### src/hw/if_id_pkg.sv
package if_id_pkg;

	// instruction set widths
	localparam int instr_width = 32;
	localparam int addr_width = 64;
	localparam int instr_bytes = instr_width / 8;
	localparam int reg_index_width = 4;
	localparam int group_width = 3;
	localparam int oper_width = 5;
	localparam int imm12_width = 12;
	localparam int imm20_width = 20;

	// lsb of each field, immediates start at bit 0
	localparam int group_lsb = instr_width - group_width;
	localparam int ra_lsb = group_lsb - reg_index_width;
	localparam int rb_lsb = ra_lsb - reg_index_width;
	localparam int rc_lsb = rb_lsb - reg_index_width;
	localparam int reg_oper_lsb = rc_lsb - oper_width;
	localparam int ctrl_oper_lsb = ra_lsb - oper_width;

	// defined groups, 4 to 7 are undefined
	localparam logic [group_width-1:0] group_alu = group_width'(0);
	localparam logic [group_width-1:0] group_ctrl = group_width'(1);
	localparam logic [group_width-1:0] group_load = group_width'(2);
	localparam logic [group_width-1:0] group_store = group_width'(3);

	// defined opcodes per group, counted from 0
	localparam int num_alu_opers = 15;
	localparam int num_ctrl_opers = 3;
	localparam int num_load_opers = 9;
	localparam int num_store_opers = 9;

	typedef enum logic [2:0]
	{
		st_init,
		st_regular,
		st_change_pc,
		st_wait_mem_0,
		st_wait_mem_1
	} fetch_state_t;

	// same word, register layout or branch layout
	typedef union packed
	{
		struct packed
		{
			logic [group_width-1:0] group;
			logic [reg_index_width-1:0] ra;
			logic [reg_index_width-1:0] rb;
			logic [reg_index_width-1:0] rc;
			logic [oper_width-1:0] oper;
			logic [imm12_width-1:0] imm12;
		} reg_form;
		struct packed
		{
			logic [group_width-1:0] group;
			logic [reg_index_width-1:0] ra;
			logic [oper_width-1:0] oper;
			logic [imm20_width-1:0] imm20;
		} ctrl_form;
	} instr_word_t;

endpackage

### src/hw/fetch_sequencer.sv
`timescale 1ns/1ns

module fetch_sequencer
(
	input logic clk,
	input logic rst_n,
	input logic instr_valid,
	input logic ex_stall,
	input logic wb_stall,
	input logic [if_id_pkg::addr_width-1:0] computed_pc,
	input logic [if_id_pkg::group_width-1:0] group,
	input logic [if_id_pkg::oper_width-1:0] oper,
	input logic [if_id_pkg::reg_index_width-1:0] ra,
	input logic [if_id_pkg::reg_index_width-1:0] rb,
	input logic [if_id_pkg::reg_index_width-1:0] rc,
	input logic [if_id_pkg::addr_width-1:0] imm,
	input logic legal,
	output logic fetch_req,
	output logic [if_id_pkg::addr_width-1:0] fetch_addr,
	output logic ex_valid,
	output logic [if_id_pkg::group_width-1:0] ex_group,
	output logic [if_id_pkg::oper_width-1:0] ex_oper,
	output logic [if_id_pkg::reg_index_width-1:0] ex_ra,
	output logic [if_id_pkg::reg_index_width-1:0] ex_rb,
	output logic [if_id_pkg::reg_index_width-1:0] ex_rc,
	output logic [if_id_pkg::addr_width-1:0] ex_imm,
	output logic [if_id_pkg::addr_width-1:0] ex_pc,
	output logic [if_id_pkg::reg_index_width-1:0] ctrl_ra,
	output logic [if_id_pkg::reg_index_width-1:0] ctrl_rb,
	output logic [if_id_pkg::reg_index_width-1:0] ctrl_rc
);

	import if_id_pkg::*;

	fetch_state_t state;
	logic [addr_width-1:0] pc;
	logic [addr_width-1:0] next_pc;
	logic is_ctrl;
	logic take;
	logic hold;

	assign next_pc = pc + addr_width'(instr_bytes);
	assign is_ctrl = legal && (group == group_ctrl);

	// word accepted this cycle, or parked behind an execute stall
	assign take = (state == st_regular) && instr_valid && !ex_stall;
	assign hold = (state == st_regular) && instr_valid && ex_stall;

	always_comb
	begin
		fetch_req = 1'b0;
		fetch_addr = pc;
		if (rst_n)
		begin
			case (state)
				st_init:
					fetch_req = 1'b1;
				st_regular:
				begin
					// no point fetching past a branch
					fetch_req = !(instr_valid && is_ctrl);
					fetch_addr = next_pc;
				end
				st_change_pc:
				begin
					fetch_req = 1'b1;
					fetch_addr = computed_pc;
				end
				st_wait_mem_0, st_wait_mem_1:
					fetch_req = 1'b1;
				default:
					fetch_req = 1'b0;
			endcase
		end
	end

	// only the regular state exposes live indices
	assign ctrl_ra = (state == st_regular) ? ra : '0;
	assign ctrl_rb = (state == st_regular) ? rb : '0;
	assign ctrl_rc = (state == st_regular) ? rc : '0;

	always_ff @(posedge clk)
	begin
		if (!rst_n)
		begin
			state <= st_init;
			pc <= '0;
			ex_valid <= 1'b0;
		end
		else
		begin
			if (!hold)
				ex_valid <= take && legal;
			case (state)
				st_init:
					if (instr_valid)
						state <= st_regular;
				st_regular:
					if (take)
					begin
						pc <= next_pc;
						if (legal && (group == group_ctrl))
							state <= st_change_pc;
						else if (legal && (group == group_load || group == group_store))
							state <= st_wait_mem_0;
					end
				st_change_pc:
				begin
					pc <= computed_pc;
					state <= st_regular;
				end
				st_wait_mem_0:
					state <= st_wait_mem_1;
				st_wait_mem_1:
					if (!wb_stall)
						state <= st_regular;
				default:
					state <= st_init;
			endcase
		end
	end

	// payload, zero on a bubble
	always_ff @(posedge clk)
	begin
		if (take && legal)
		begin
			ex_group <= group;
			ex_oper <= oper;
			ex_ra <= ra;
			ex_rb <= rb;
			ex_rc <= rc;
			ex_imm <= imm;
			// branches hand execute the return address
			ex_pc <= (group == group_ctrl) ? next_pc : pc;
		end
		else if (!hold)
		begin
			ex_group <= '0;
			ex_oper <= '0;
			ex_ra <= '0;
			ex_rb <= '0;
			ex_rc <= '0;
			ex_imm <= '0;
			ex_pc <= '0;
		end
	end

	a_bubble_after_irregular: assert property (@(posedge clk) disable iff (!rst_n)
		(state != st_regular) |=> !ex_valid);

	a_no_fetch_in_reset: assert property (@(posedge clk)
		!rst_n |-> !fetch_req);

	// execute sees the same instruction for the whole stall
	a_stall_holds_pc: assert property (@(posedge clk) disable iff (!rst_n)
		hold |=> $stable(ex_pc));

endmodule

### src/hw/if_id_stage.sv
`timescale 1ns/1ns

module if_id_stage
(
	input logic clk,
	input logic rst_n,
	output logic fetch_req,
	output logic [if_id_pkg::addr_width-1:0] fetch_addr,
	input logic instr_valid,
	input if_id_pkg::instr_word_t instr,
	input logic ex_stall,
	input logic [if_id_pkg::addr_width-1:0] computed_pc,
	output logic ex_valid,
	output logic [if_id_pkg::group_width-1:0] ex_group,
	output logic [if_id_pkg::oper_width-1:0] ex_oper,
	output logic [if_id_pkg::reg_index_width-1:0] ex_ra,
	output logic [if_id_pkg::reg_index_width-1:0] ex_rb,
	output logic [if_id_pkg::reg_index_width-1:0] ex_rc,
	output logic [if_id_pkg::addr_width-1:0] ex_imm,
	output logic [if_id_pkg::addr_width-1:0] ex_pc,
	input logic wb_stall,
	output logic [if_id_pkg::reg_index_width-1:0] ctrl_ra,
	output logic [if_id_pkg::reg_index_width-1:0] ctrl_rb,
	output logic [if_id_pkg::reg_index_width-1:0] ctrl_rc
);

	import if_id_pkg::*;

	// decoded fields of the word on instr
	logic [group_width-1:0] dec_group;
	logic [oper_width-1:0] dec_oper;
	logic [reg_index_width-1:0] dec_ra;
	logic [reg_index_width-1:0] dec_rb;
	logic [reg_index_width-1:0] dec_rc;
	logic [addr_width-1:0] dec_imm;
	logic dec_legal;

	instr_decoder u_decoder
	(
		.instr(instr),
		.group(dec_group),
		.oper(dec_oper),
		.ra(dec_ra),
		.rb(dec_rb),
		.rc(dec_rc),
		.imm(dec_imm),
		.legal(dec_legal)
	);

	fetch_sequencer u_sequencer
	(
		.clk(clk),
		.rst_n(rst_n),
		.instr_valid(instr_valid),
		.ex_stall(ex_stall),
		.wb_stall(wb_stall),
		.computed_pc(computed_pc),
		.group(dec_group),
		.oper(dec_oper),
		.ra(dec_ra),
		.rb(dec_rb),
		.rc(dec_rc),
		.imm(dec_imm),
		.legal(dec_legal),
		.fetch_req(fetch_req),
		.fetch_addr(fetch_addr),
		.ex_valid(ex_valid),
		.ex_group(ex_group),
		.ex_oper(ex_oper),
		.ex_ra(ex_ra),
		.ex_rb(ex_rb),
		.ex_rc(ex_rc),
		.ex_imm(ex_imm),
		.ex_pc(ex_pc),
		.ctrl_ra(ctrl_ra),
		.ctrl_rb(ctrl_rb),
		.ctrl_rc(ctrl_rc)
	);

endmodule

### src/hw/instr_decoder.sv
`timescale 1ns/1ns

module instr_decoder
(
	input if_id_pkg::instr_word_t instr,
	output logic [if_id_pkg::group_width-1:0] group,
	output logic [if_id_pkg::oper_width-1:0] oper,
	output logic [if_id_pkg::reg_index_width-1:0] ra,
	output logic [if_id_pkg::reg_index_width-1:0] rb,
	output logic [if_id_pkg::reg_index_width-1:0] rc,
	output logic [if_id_pkg::addr_width-1:0] imm,
	output logic legal
);

	import if_id_pkg::*;

	logic [group_width-1:0] grp;
	logic imm12_sign;
	logic imm20_sign;

	// group and ra sit at the same place in both layouts
	assign grp = instr.reg_form.group;
	assign imm12_sign = instr.reg_form.imm12[imm12_width-1];
	assign imm20_sign = instr.ctrl_form.imm20[imm20_width-1];

	assign group = grp;
	assign ra = instr.reg_form.ra;

	always_comb
	begin
		if (grp == group_ctrl)
		begin
			// branches carry a wide offset and no rb/rc
			oper = instr.ctrl_form.oper;
			rb = '0;
			rc = '0;
			imm = {{(addr_width - imm20_width){imm20_sign}},
				instr.ctrl_form.imm20};
		end
		else
		begin
			oper = instr.reg_form.oper;
			rb = instr.reg_form.rb;
			rc = instr.reg_form.rc;
			imm = {{(addr_width - imm12_width){imm12_sign}},
				instr.reg_form.imm12};
		end
	end

	// opcode must be below the group's count
	always_comb
	begin
		case (grp)
			group_alu:
				legal = oper < oper_width'(num_alu_opers);
			group_ctrl:
				legal = oper < oper_width'(num_ctrl_opers);
			group_load:
				legal = oper < oper_width'(num_load_opers);
			group_store:
				legal = oper < oper_width'(num_store_opers);
			default:
				legal = 1'b0;
		endcase
	end

endmodule

### config.mk
export PLATFORM = sky130hd
export DESIGN_NAME = if_id_stage
export DESIGN_NICKNAME = d
export VERILOG_FILES = /design/src/hw/if_id_pkg.sv /design/src/hw/fetch_sequencer.sv /design/src/hw/if_id_stage.sv /design/src/hw/instr_decoder.sv
export SDC_FILE = /design/constraint.sdc
export NUM_CORES = 1
export LEC_CHECK = 0
export BUFFER_PORTS_ARGS = -buffer_cell sky130_fd_sc_hd__buf_2
export CORE_ASPECT_RATIO = 2
export CORE_UTILIZATION = 45
export DETAILED_ROUTE_END_ITERATION = 10
export HOLD_SLACK_MARGIN = 0.15
export PLACE_DENSITY = 0.71
export SLEW_MARGIN = 20
export SYNTH_ARGS = -nofsm -noshare
export SYNTH_HDL_FRONTEND = slang
export SYNTH_SLANG_ARGS = --single-unit
### constraint.sdc
create_clock -name clk -period 9.9 [get_ports clk]
set_input_delay 0 -clock clk [delete_from_list [all_inputs] [get_ports clk]]
set_output_delay 0 -clock clk [all_outputs]
set_load 0.03 [all_outputs]
### Yosys cells after proc, flatten, opt, wreduce, memory -nomap -nowiden

Index checks and enable logic that the tools add are counted.

* output and inout port bits: 226
* logic and storage cells: 75
* register bits after elaboration: 216

* reductions and logical operators: 17
* add/subtract/negate cells: 1
* $lt $le $gt $ge: 3
* mux-type cells: 32
* equality and inequality tests: 12

Operators by type and width (number)
* 2-to-1 mux 64 bit: 7
* case mux 64 bit (2 select lines): 2
* adder 64 x 3 -> 64 bit (second input constant): 1
* 2-to-1 mux 4 bit: 9
* 2-to-1 mux 3 bit: 7
* 2-to-1 mux 5 bit: 3
* case mux 3 bit (5 select lines): 1
* == test 3 x 2 -> 1 bit (second input constant): 4
* < comparator 5 x 4 -> 1 bit (second input constant): 2
* logical AND 1 bit: 7
* == test 3 x 1 -> 1 bit (second input constant): 2
* logical NOT 3 bit: 2
* != test 2 bit (second input constant): 3
* < comparator 5 x 2 -> 1 bit (second input constant): 1
* AND reduction 4 bit: 1
* OR reduction 4 bit: 1
* == test 3 bit (second input constant): 1
* != test 3 x 2 -> 1 bit (second input constant): 1
* case mux 1 bit (3 select lines): 1
* logical NOT 1 bit: 2
* != test 2 x 1 -> 1 bit (second input constant): 1
* case mux 1 bit (2 select lines): 1
* AND reduction 2 bit: 1
* nonzero test 2 bit: 1
* 3 further kinds: 3

### Depth between registers and ports, before layout

Gate-level depths: netlist (run 1).

* depth in word-level cells: 9
* gate-level depth with buffers: 9
* mapped depth without buffers: 7

### Modules after synthesis

From an unflattened synthesis (run 1), not the netlist that was laid out.

* cells, all modules: 1521
* area, all modules: 13406.6 um^2

Modules (own cells, without submodules)
* fetch_sequencer: sequential area each 5805.6 um^2, cells each 1423, area an instance 12657.1 um^2, times used 1
* instr_decoder: sequential area each 0.0 um^2, cells each 98, area an instance 749.5 um^2, times used 1

### Worst setup path after synthesis (run 1)

Ideal clock, no wire load.

* path kind: register to register
* start: reg u_sequencer.state[2]
* end: reg u_sequencer.ex_group[0] in the netlist's numbering, enable pin
* buffers on the path: 3
* data arrival time: 3800 ps
* library setup time: 1220 ps
* stages on the path, launching flop included: 7
* slack: 4880 ps
* cell sequence: dfxtp_1 -> nand2b_1 -> nor2_1 -> clkbuf_1 -> clkbuf_1 -> clkbuf_1 -> nand3_1

* longest elaborated chain between the ends: 5

Ends and longest elaborated chain
* start, declared: line fetch_sequencer.sv:35 `fetch_state_t state;`
* start signal, assigned: line fetch_sequencer.sv:86 `state <= st_init;`
* start signal, assigned: line fetch_sequencer.sv:97 `state <= st_regular;`
* start signal, assigned: line fetch_sequencer.sv:103 `state <= st_change_pc;`
* == test 3 x 1 -> 1 bit *: line fetch_sequencer.sv:46, fetch_sequencer.sv:47
* logical AND 1 bit *: line fetch_sequencer.sv:46, fetch_sequencer.sv:47
* logical AND 1 bit: line fetch_sequencer.sv:46 `assign take = (state == st_regular) && instr_valid && !ex_stall;`
* logical AND 1 bit: line fetch_sequencer.sv:126 `if (take && legal)`
* != test 2 bit (no line) *
* end signal, assigned: line fetch_sequencer.sv:128 `ex_group <= group;`
* end, declared: line fetch_sequencer.sv:21 `output logic [if_id_pkg::group_width-1:0] ex_group,`

Every way passes the cells marked *; elsewhere a longest branch is shown, timed or not.
A chain may end at the register's enable or synchronous reset.

### Final worst setup path (run 1)

* start: reg u_sequencer.pc[16]
* end: out fetch_addr[49] in the netlist's numbering

* longest elaborated chain between the ends: 3

Ends and longest elaborated chain
* start, declared: line fetch_sequencer.sv:36 `logic [addr_width-1:0] pc;`
* start signal, assigned: line fetch_sequencer.sv:101 `pc <= next_pc;`
* start signal, assigned: line fetch_sequencer.sv:109 `pc <= computed_pc;`
* adder 64 x 3 -> 64 bit: line fetch_sequencer.sv:42 `assign next_pc = pc + addr_width'(instr_bytes);`
* case mux 64 bit (2 select lines): line fetch_sequencer.sv:55 `case (state)`
* 2-to-1 mux 64 bit: line fetch_sequencer.sv:53 `if (rst_n)`
* end, declared: line if_id_stage.sv:8 `output logic [if_id_pkg::addr_width-1:0] fetch_addr,`

Every way passes these cells.

==> results.cfg, run 1 <==
[run_status]
status = completed

[placement]
io_buffers = 326
dp_hpwl_mm = 26.7
gp_congestion = 0.894
pre_cts_ws_ps = 6580

[synthesis]
ys_ff_latch = 172
yosysWarnings = 0
synth_top_area_share = 0.274
ys_top_cells_by_count = nor2_1 (146), nand2_1 (143), edfxtp_1 (104)
yosysSeqAreaShare = 0.393
async_reset_ff_frac = 0
synth_ff_type = edfxtp_1
synth_area_leaders = edfxtp_1 (27%), dfxtp_1 (12%), nor2_1 (4.8%), nand2_1 (4.7%), o21ai_0 (3.8%)
synth_cell_types = 70
syn_area_mm2 = 0.0114
avgSynthCellArea_um2 = 8.21
syn_inst = 1390
synth.largest_area_cell = edfxtp_1
yosysMostFrequentCell = nor2_1
synth-edff-count = 104

[critical_path]
crit_slowest_cell = nor4_2
path_max_fanout = 10
reg2reg_to = u_sequencer.pc[14]
timing.reg2reg.setup_slack_ps = 6260
worstSetupStartpointType = flip-flop
crit_family = simple AND/OR/NAND/NOR gates
cp_slowest_stage_delay_ps = 800
r2r-start = u_sequencer.state[2]
path_cells = nand4_1, nor4_2, nand4_2, or4_4, o31a_1, o22ai_1, buf_2
critPathKind = reg2out
end_kind = output pin
cp.required_ps = 9900
crit_arrival_ps = 4030
rr_worst_depth = 8
cp_num_buf_inv = 1

[cts]
ctsResizeCount = 0
ctsHtreeMaxLevel = 4
insertion_delay_ps = 460
cts.sinks = 172
holdBufCountCts = 119
cts_tree = yes
cts_max_path_buffers = 2
cts_inserted_buffers = 17
clockRootBuffer = clkbuf_16
postCtsSetupRepairBufs = 0
clk_pin_slew_worst_paths_ps = 70

[floorplanning]
die_x_um = 115
die_h_um = 227
ioPinCount = 327
die_area_mm2 = 0.0260
coreArea_mm2 = 0.0249
initial_core_util = 0.458
rows = 82

[grt]
grt_usage = 0.317
antenna_found_initial = 0
grt_start_max_net_pins = 86
gr-total-overflow = 0
grt_pass1_vias = 11600
grt_pass1_wl_mm = 62.8

[routing]
vias = 12200
dr.pass1.iters = 5
drtAntennaViolNets = 0
routedWlPerCell_um = 20.4
vias_per_cell = 6.05
drtIter0Drc = 1044
wl_mm = 41.4
drc = 0

[timing]
slew_headroom = 0.313
finClkSkew_ps = 8.39
tns_ps = 0
tightest_slew_ps = 1030
setup_ws_ps = 5870
finalMaxSlewViolations = 0
fmax_mhz = 248
rsz0062_at_grt = false
timing.hold.ws_ps = 343
period_share = 0.407
hold_violations = 0
min_period_ps = 4030
setup_viol = 0

[final_layout]
nFillCells = 2255
area_growth_pct = 27.2
antenna_cells = 0
nNetsFinal = 1778
drive_gt1_frac = 0.240

[power_and_ir_drop]
p_per_area_mw_per_mm2 = 119
leakage_nw = 5.87
ir_worst_vdd_uv = 101

[worst_hold_path]
min_path_type = in2reg
hold_depth = 4
hp-start = computed_pc[1]
holdPathEnd = u_sequencer.pc[1]

[job]
maxCapViolCount = 0
[flip-flops by register name, summed over array words and instances (netlist names)]
register,cells
u_sequencer.ex_group,3
u_sequencer.ex_oper,5
u_sequencer.state,3
u_sequencer.pc,64
u_sequencer.ex_rb,4
u_sequencer.ex_pc,64
u_sequencer.ex_ra,4
u_sequencer.ex_valid,1
u_sequencer.ex_imm,20
u_sequencer.ex_rc,4
[per-stage QoR]
stage | std cells | total power, mW | util | area (um2)
global placement | 1873 | 0.992 | 0.509 | 12700
global route | 2025 | 1.78 | 0.582 | 14500
detailed placement | 1873 | 0.994 | 0.509 | 12700
CTS | 2024 | 1.74 | 0.582 | 14500
finish | 2025 | 1.73 | 0.582 | 14500
floorplan | 1391 | 0.925 | - | 11400
[final cells by class]
class	count	area [um2]	area share
multi-input cells	1008	5970	0.412
flip-flops and latches	172	4480	0.309
inverters	13	48.8	0.00336
well taps	336	420	0.0290
clock buffers	17	425	0.0293
clock inverters	15	188	0.0129
repair buffers	464	2970	0.205
[cell families (layout without fill, tap and decap cells)]
group,after synthesis,count (layout),synth area share
buffers and inverters,211,509,0.0888
adder cells (fa/ha/maj),1,1,0.00110
other,1,2,0.000329
multiplexers,7,7,0.00636
XOR/XNOR,58,58,0.0445
AND/OR/NAND/NOR,583,583,0.256
AO/OA/AOI/OAI,357,357,0.209
flip-flops,172,172,0.393
[worst max path at each step]
stage,startpoint,endpoint,slack [ps],depth (start not counted)
final,u_sequencer.pc[16],fetch_addr[49],5870,7
after global placement,u_sequencer.pc[16],fetch_addr[49],6570,7
after CTS,u_sequencer.pc[16],fetch_addr[49],6070,7
after global routing,u_sequencer.pc[12],fetch_addr[61],5870,7
after detailed placement,u_sequencer.pc[14],fetch_addr[61],6580,7
after floorplan,u_sequencer.state[2],u_sequencer.ex_group[0],4880,6
[metal layers]
layer  up-vias  global-route usage  part of all wire
met1      5776               0.351              0.36
met5         -                   0                 0
li1       5626                   -                 -
met3       151              0.0485             0.071
met4         0               0.224             0.065
met2       691               0.548              0.50
[tightest hold or removal path, stage by stage]
cell,delay (ps)
dlygate4sd3_1,530
buf_2,130
nand2_1,50
a21oi_1,50
[placed cells by master, fill, tap and decap left out, drive strengths merged, types with 12 or more instances in the layout]
| cell type | n |
|---|---|
| a22o | 36 |
| inv | 18 |
| nor2 | 146 |
| xnor2 | 49 |
| o31a | 22 |
| nand2 | 143 |
| nand3 | 47 |
| o22ai | 12 |
| clkbuf | 17 |
| a22oi | 14 |
| o41ai | 14 |
| a21oi | 71 |
| nor3 | 51 |
| and3 | 47 |
| edfxtp | 104 |
| nor4 | 21 |
| dlygate4sd3 | 119 |
| and2 | 16 |
| a31oi | 17 |
| nand4 | 41 |
| or3 | 23 |
| buf | 345 |
| o21ai | 87 |
| o31ai | 24 |
| dfxtp | 68 |
[power by group]
part	internal [mW]	switching [mW]	total [mW]	leakage, nW
clock	0.402	0.317	0.719	0.298
sequential	0.771	0.00656	0.778	1.79
combinational	0.0774	0.159	0.237	3.79
(Power assumes the default switching activity.)
==> run 2: changes to the inputs <==
PLACE_DENSITY = 0.73   (was 0.71)
clock period = 3.2 ns   (was 9.9 ns; I/O delays follow)
==> run 2 against run 1 <==
  * Clock power grew to 2.9 times the previous value
  * Via count grew 3.3%
  * Clock-buffer cell count is the same
  * Die area stayed put
  * First-iteration DRC count down 2.6%
  * Critical path depth stayed put
  * Sequential power increased to 3.1 times the previous value
  * Hold slack worse by 150 ps
==> results.cfg, run 2 (synthesis results as in run 1) <==
[cts]
ctsHtreeMaxLevel = 4
cts_inserted_buffers = 17
clk_pin_slew_worst_paths_ps = 80
cts_max_path_buffers = 2
cts.sinks = 172
cts_tree = yes
clockRootBuffer = clkbuf_16
insertion_delay_ps = 460

[final_layout]
drive_gt1_frac = 0.277
area_growth_pct = 31.2
mostFrequentLayoutCell = buf_2
utilization = 0.600
layout_common_cells = buf_2 (324), nor2_1 (144), nand2_1 (142), dlygate4sd3_1 (116), edfxtp_1 (104)
largest_registers = u_sequencer.ex_pc x64, u_sequencer.pc x64, u_sequencer.ex_imm x20
nNetsFinal = 1822

[critical_path]
cp_num_buf_inv = 1
end_kind = output pin
path_max_fanout = 9
path_cells = nand3_1, nor4_4, nand4_4, or4_4, o31a_1, o22ai_2, clkbuf_4
worstSetupStartpointType = flip-flop
cp.required_ps = 3200
crit_family = simple AND/OR/NAND/NOR gates
critPathKind = reg2out
crit_slowest_cell = or4_4
cp_slowest_stage_delay_ps = 570
crit_arrival_ps = 3050

[worst_hold_path]
min_path_type = in2reg

[timing]
hold_violations = 0
slew_headroom = 0.416
period_share = 0.953
fmax_mhz = 328
setup_viol = 0
finalMaxSlewViolations = 0
timing.hold.ws_ps = 196
finClkSkew_ps = 10.9
setup_ws_ps = 149
min_period_ps = 3050
tightest_slew_ps = 876
tns_ps = 0

[placement]
gp_congestion = 0.942
pre_cts_ws_ps = 149
dp_hpwl_mm = 28.5
io_buffers = 326

[floorplanning]
ioPinCount = 327
die_x_um = 115
coreArea_mm2 = 0.0249
rows = 82
initial_core_util = 0.458
die_area_mm2 = 0.0260
die_h_um = 227

[power_and_ir_drop]
ir_worst_vdd_uv = 267
leakage_nw = 6.13
p_per_area_mw_per_mm2 = 349
finalPower_mw = 5.22

[routing]
drtAntennaViolNets = 0
wl_mm = 42.8
routedWlPerCell_um = 20.7
vias = 12700
vias_per_cell = 6.11
drtIter0Drc = 1017
drc = 0
dr.pass1.iters = 5

[grt]
grt_pass1_wl_mm = 64.5
antenna_found_initial = 1
grt_start_max_net_pins = 73
grt_usage = 0.328
gr-total-overflow = 0
grt_pass1_vias = 12000

[run_status]
status = completed

[job]
maxCapViolCount = 0
[run 2: changes by cell type in the layout (fill, tap and decap cells not counted), sizes merged]
cell	change
clkinvlp	+2
buf	+45
diode	+1
inv	+5
clkinv	-4
bufinv	-3
clkbuf	+2
dlygate4sd3	-3
[run 2: cell type report]
type | instances | area (um2)
clock inverters | 15 | 143
well taps | 336 | 420
diodes | 1 | 2.50
repair buffers | 508 | 3370
clock buffers | 17 | 425
fillers | 2211 | 9960
flip-flops and latches | 172 | 4510
inverters | 13 | 48.8
multi-input cells | 1008 | 6050
[run 2: what timing repair did]
action / in CTS / in global routing
gates resized for setup: 8 / 28
endpoints found under the hold margin: 106 / 0
endpoints found under the setup margin: 10 / 27
hold buffers: 116 / 0
pin swaps: 2 / 6
buffers inserted: 3 / 8
[run 2: tightest hold or removal path, cell delays in order]
cell and delay, ps:
buf_2 150, nand3_4 100, buf_12 200
[run 2: worst paths after layout]
| path | from | slack, ps | to | cells past startpoint |
|---|---|---|---|---|
| worst max-delay path | u_sequencer.pc[24] | 150 | fetch_addr[49] | 7 |
| worst min-delay path | ex_stall | 200 | u_sequencer.ex_imm[12] | 3 |
| worst max register to register | u_sequencer.pc[49] | 190 | u_sequencer.pc[61] | 8 |
| worst min register to register | u_sequencer.pc[1] | 460 | u_sequencer.pc[1] | 2 |
[run 2: where the power goes]
group          internal [mW]  switching (mW)
clock network           1.04            1.04
registers               2.38          0.0198
logic                  0.248           0.497
[run 2: per-layer routing]
metal	share of wire	up-vias	GRT usage
li1	-	5715	-
met1	0.35	5971	0.352
met2	0.51	782	0.572
met3	0.073	185	0.0517
met4	0.070	0	0.251
met5	0	-	0
[run 2: metrics by stage]
step | instance area, um2 | cells
final | 15000 | 2070
after global routing | 15000 | 2070
after CTS | 14800 | 2060
after detailed placement | 13000 | 1909
after global placement | 13000 | 1909
after floorplan | 11400 | 1391
==> run 3: changes to the inputs <==
ABC_AREA = 1   (was default)
PLACE_DENSITY = 0.74   (was 0.73)
==> run 3 against run 2 <==
  * Cell count is 9.8% higher
  * Global-route usage up 2.3 points
  * Clock-buffer cell count rose by 1
  * Total power increased by 21%
  * Non-clock buffer count down 49
  * Final area decreased by 3.5%
  * Clock power grew 5%
  * Sequential power up 8%
  * Largest cell class unchanged
  * Largest power group unchanged
==> results.cfg, run 3 <==
[run_status]
status = completed

[timing]
rsz0062_at_grt = false
min_period_ps = 2990
tightest_slew_ps = 1100
slew_headroom = 0.268
tns_ps = 0
finalMaxSlewViolations = 0
hold_violations = 0
period_share = 0.933
setup_ws_ps = 215
fmax_mhz = 335
setup_viol = 0
timing.hold.ws_ps = 198
finClkSkew_ps = 10.3

[final_layout]
largest_registers = u_sequencer.ex_pc x64, u_sequencer.pc x64, u_sequencer.ex_imm x20
nNetsFinal = 2030
nFillCells = 2289
multi_input_area_mm2 = 0.00529
area_growth_pct = 29.6
mostFrequentLayoutCell = nand2_1
layout_common_cells = nand2_1 (441), buf_2 (326), nor2_1 (184), inv_1 (173), nand3_1 (118)
finalNonFillerCells = 2273
seq_area_mm2 = 0.00448
antenna_cells = 0
finalInstanceArea_mm2 = 0.0144
drive_gt1_frac = 0.224

[grt]
grt_usage = 0.351
busiest_layer = met2
use_met2 = 0.645
grt_pass1_wl_mm = 66.0
groute.layer.met3.usage = 0.0612
gr-total-overflow = 0
antenna_found_initial = 0
grt_pass1_vias = 12200
grtUsageMet1 = 0.327
grt_start_max_net_pins = 97

[placement]
gp_congestion = 1.01
pre_cts_ws_ps = 747
io_buffers = 326
dpl_cell_area_mm2 = 0.0128
place_inst = 2132
dp_hpwl_mm = 32.2

[floorplanning]
coreArea_mm2 = 0.0244
initial_core_util = 0.456
ioPinCount = 327
die_x_um = 113
rows = 81
die_area_mm2 = 0.0254
die_h_um = 225

[power_and_ir_drop]
ir_worst_vdd_uv = 257
leakage_nw = 6.43
p_per_area_mw_per_mm2 = 437

[synthesis]
synth_xor_area_frac = 0.0126
synth_compound_area_frac = 0.134
synthAdderAreaFrac = 0.00112
synth_top_family_by_area = simple AND/OR/NAND/NOR gates
yosysWarnings = 0
yosys.area_share.simple = 0.324
synth_cell_types = 42
syn_area_mm2 = 0.0111
yosysSeqAreaShare = 0.402
synth.largest_area_cell = edfxtp_1
synth-edff-count = 104
synth_top_area_share = 0.280
async_reset_ff_frac = 0
avgSynthCellArea_um2 = 7.12
yosysMostFrequentCell = nand2_1
muxShareOfSynthArea = 0
synth_area_leaders = edfxtp_1 (28%), nand2_1 (15%), dfxtp_1 (12%), nor2_1 (6.2%), inv_1 (5.8%)
syn_inst = 1567
ys_ff_latch = 172
synth_ff_type = edfxtp_1
ys_top_cells_by_count = nand2_1 (441), nor2_1 (184), inv_1 (173)

[critical_path]
end_kind = output pin
crit_arrival_ps = 2990
critPathKind = reg2out
cp.required_ps = 3200
worstSetupStartpointType = flip-flop
path_max_fanout = 20

[routing]
vias = 12800
routedWlPerCell_um = 19.7
wl_mm = 44.7
vias_per_cell = 5.63
drc = 0
drtIter0Drc = 1190
drtAntennaViolNets = 0
dr.pass1.iters = 6

[cts]
cts_max_path_buffers = 2
clk_pin_slew_worst_paths_ps = 70
cts_inserted_buffers = 17
cts.sinks = 172
ctsHtreeMaxLevel = 4
postCtsSetupRepairBufs = 0
cts_tree = yes
clockRootBuffer = clkbuf_16
insertion_delay_ps = 470

[job]
maxCapViolCount = 0

[worst_hold_path]
min_path_type = in2reg
==> run 3: changes by cell type after synthesis, sizes merged, moves of 23 or more <==
cell,change
and3,-47
a31oi,+40
or3,-23
nor2,+49
nand3,+73
o221ai,+62
nand2,+300
inv,+170
xnor2,-47
o21ai,-37
clkbuf,-61
a22o,-36
==> run 3: where the power goes <==
part           internal (mW)  switching, mW  total, mW
Clock                   1.17           1.00       2.17
Combinational          0.465           1.09       1.56
Sequential              2.47          0.118       2.59
Total                   4.10           2.21       6.32
==> run 3: path summary, 6_finish.rpt <==
kind                                            from                    to  slack [ps]  cells past startpoint
worst max-delay path            u_sequencer.state[1]        fetch_addr[33]         210                     12
worst min-delay path                        ex_stall  u_sequencer.state[1]         200                      6
worst max register to register  u_sequencer.state[1]    u_sequencer.pc[42]         360                      9
worst min register to register     u_sequencer.pc[1]     u_sequencer.pc[1]         510                      2
==> run 3: critical path, cell delays in order (launching register included) <==
cell	delay (ps)
dfxtp_1	310
inv_1	80
nand2_1	100
nor2_4	230
inv_2	200
nor2_2	140
inv_1	50
buf_4	210
nand2_2	350
inv_2	280
nand2_1	120
o221ai_1	150
buf_2	250
==> run 3: cell type report <==
class,instances,share of cell area
clock inverter,14,0.0111
sequential,172,0.310
timing repair buffer,459,0.206
multi-input combinational,1094,0.366
inverter,184,0.0479
tap,332,0.0288
clock buffer,18,0.0297
==> run 3: metrics by stage <==
stage	util	total power, mW
after floorplan	-	3.61
after global placement	0.522	4.05
after detailed placement	0.522	4.06
after CTS	0.591	6.28
after global routing	0.591	6.50
final	0.591	6.32
==> run 3: repair_timing <==
| item | CTS | global route |
|---|---|---|
| resized for setup | 0 | 0 |
| endpoints found under the hold margin | 105 | 0 |
| hold buffers | 108 | 0 |
==> run 3: cells by family (layout without fill, tap and decap cells) <==
| family | Yosys count | after routing |
|---|---|---|
| other | 1 | 2 |
| buffers and inverters | 302 | 675 |
| xor gates and xnor gates | 16 | 16 |
| DFF | 172 | 172 |
| AOI/OAI and AO/OA | 227 | 227 |
| adders and majority gates | 1 | 1 |
| and+or+nand+nor | 848 | 848 |
==> run 3: per-layer routing <==
metal  up-vias  share of wire  routed length, um
li1       5945              -                  -
met1      5900           0.32              14500
met2       716           0.52              23400
met3       235          0.058               2610
met4         0          0.094               4190
met5         -              0                  0
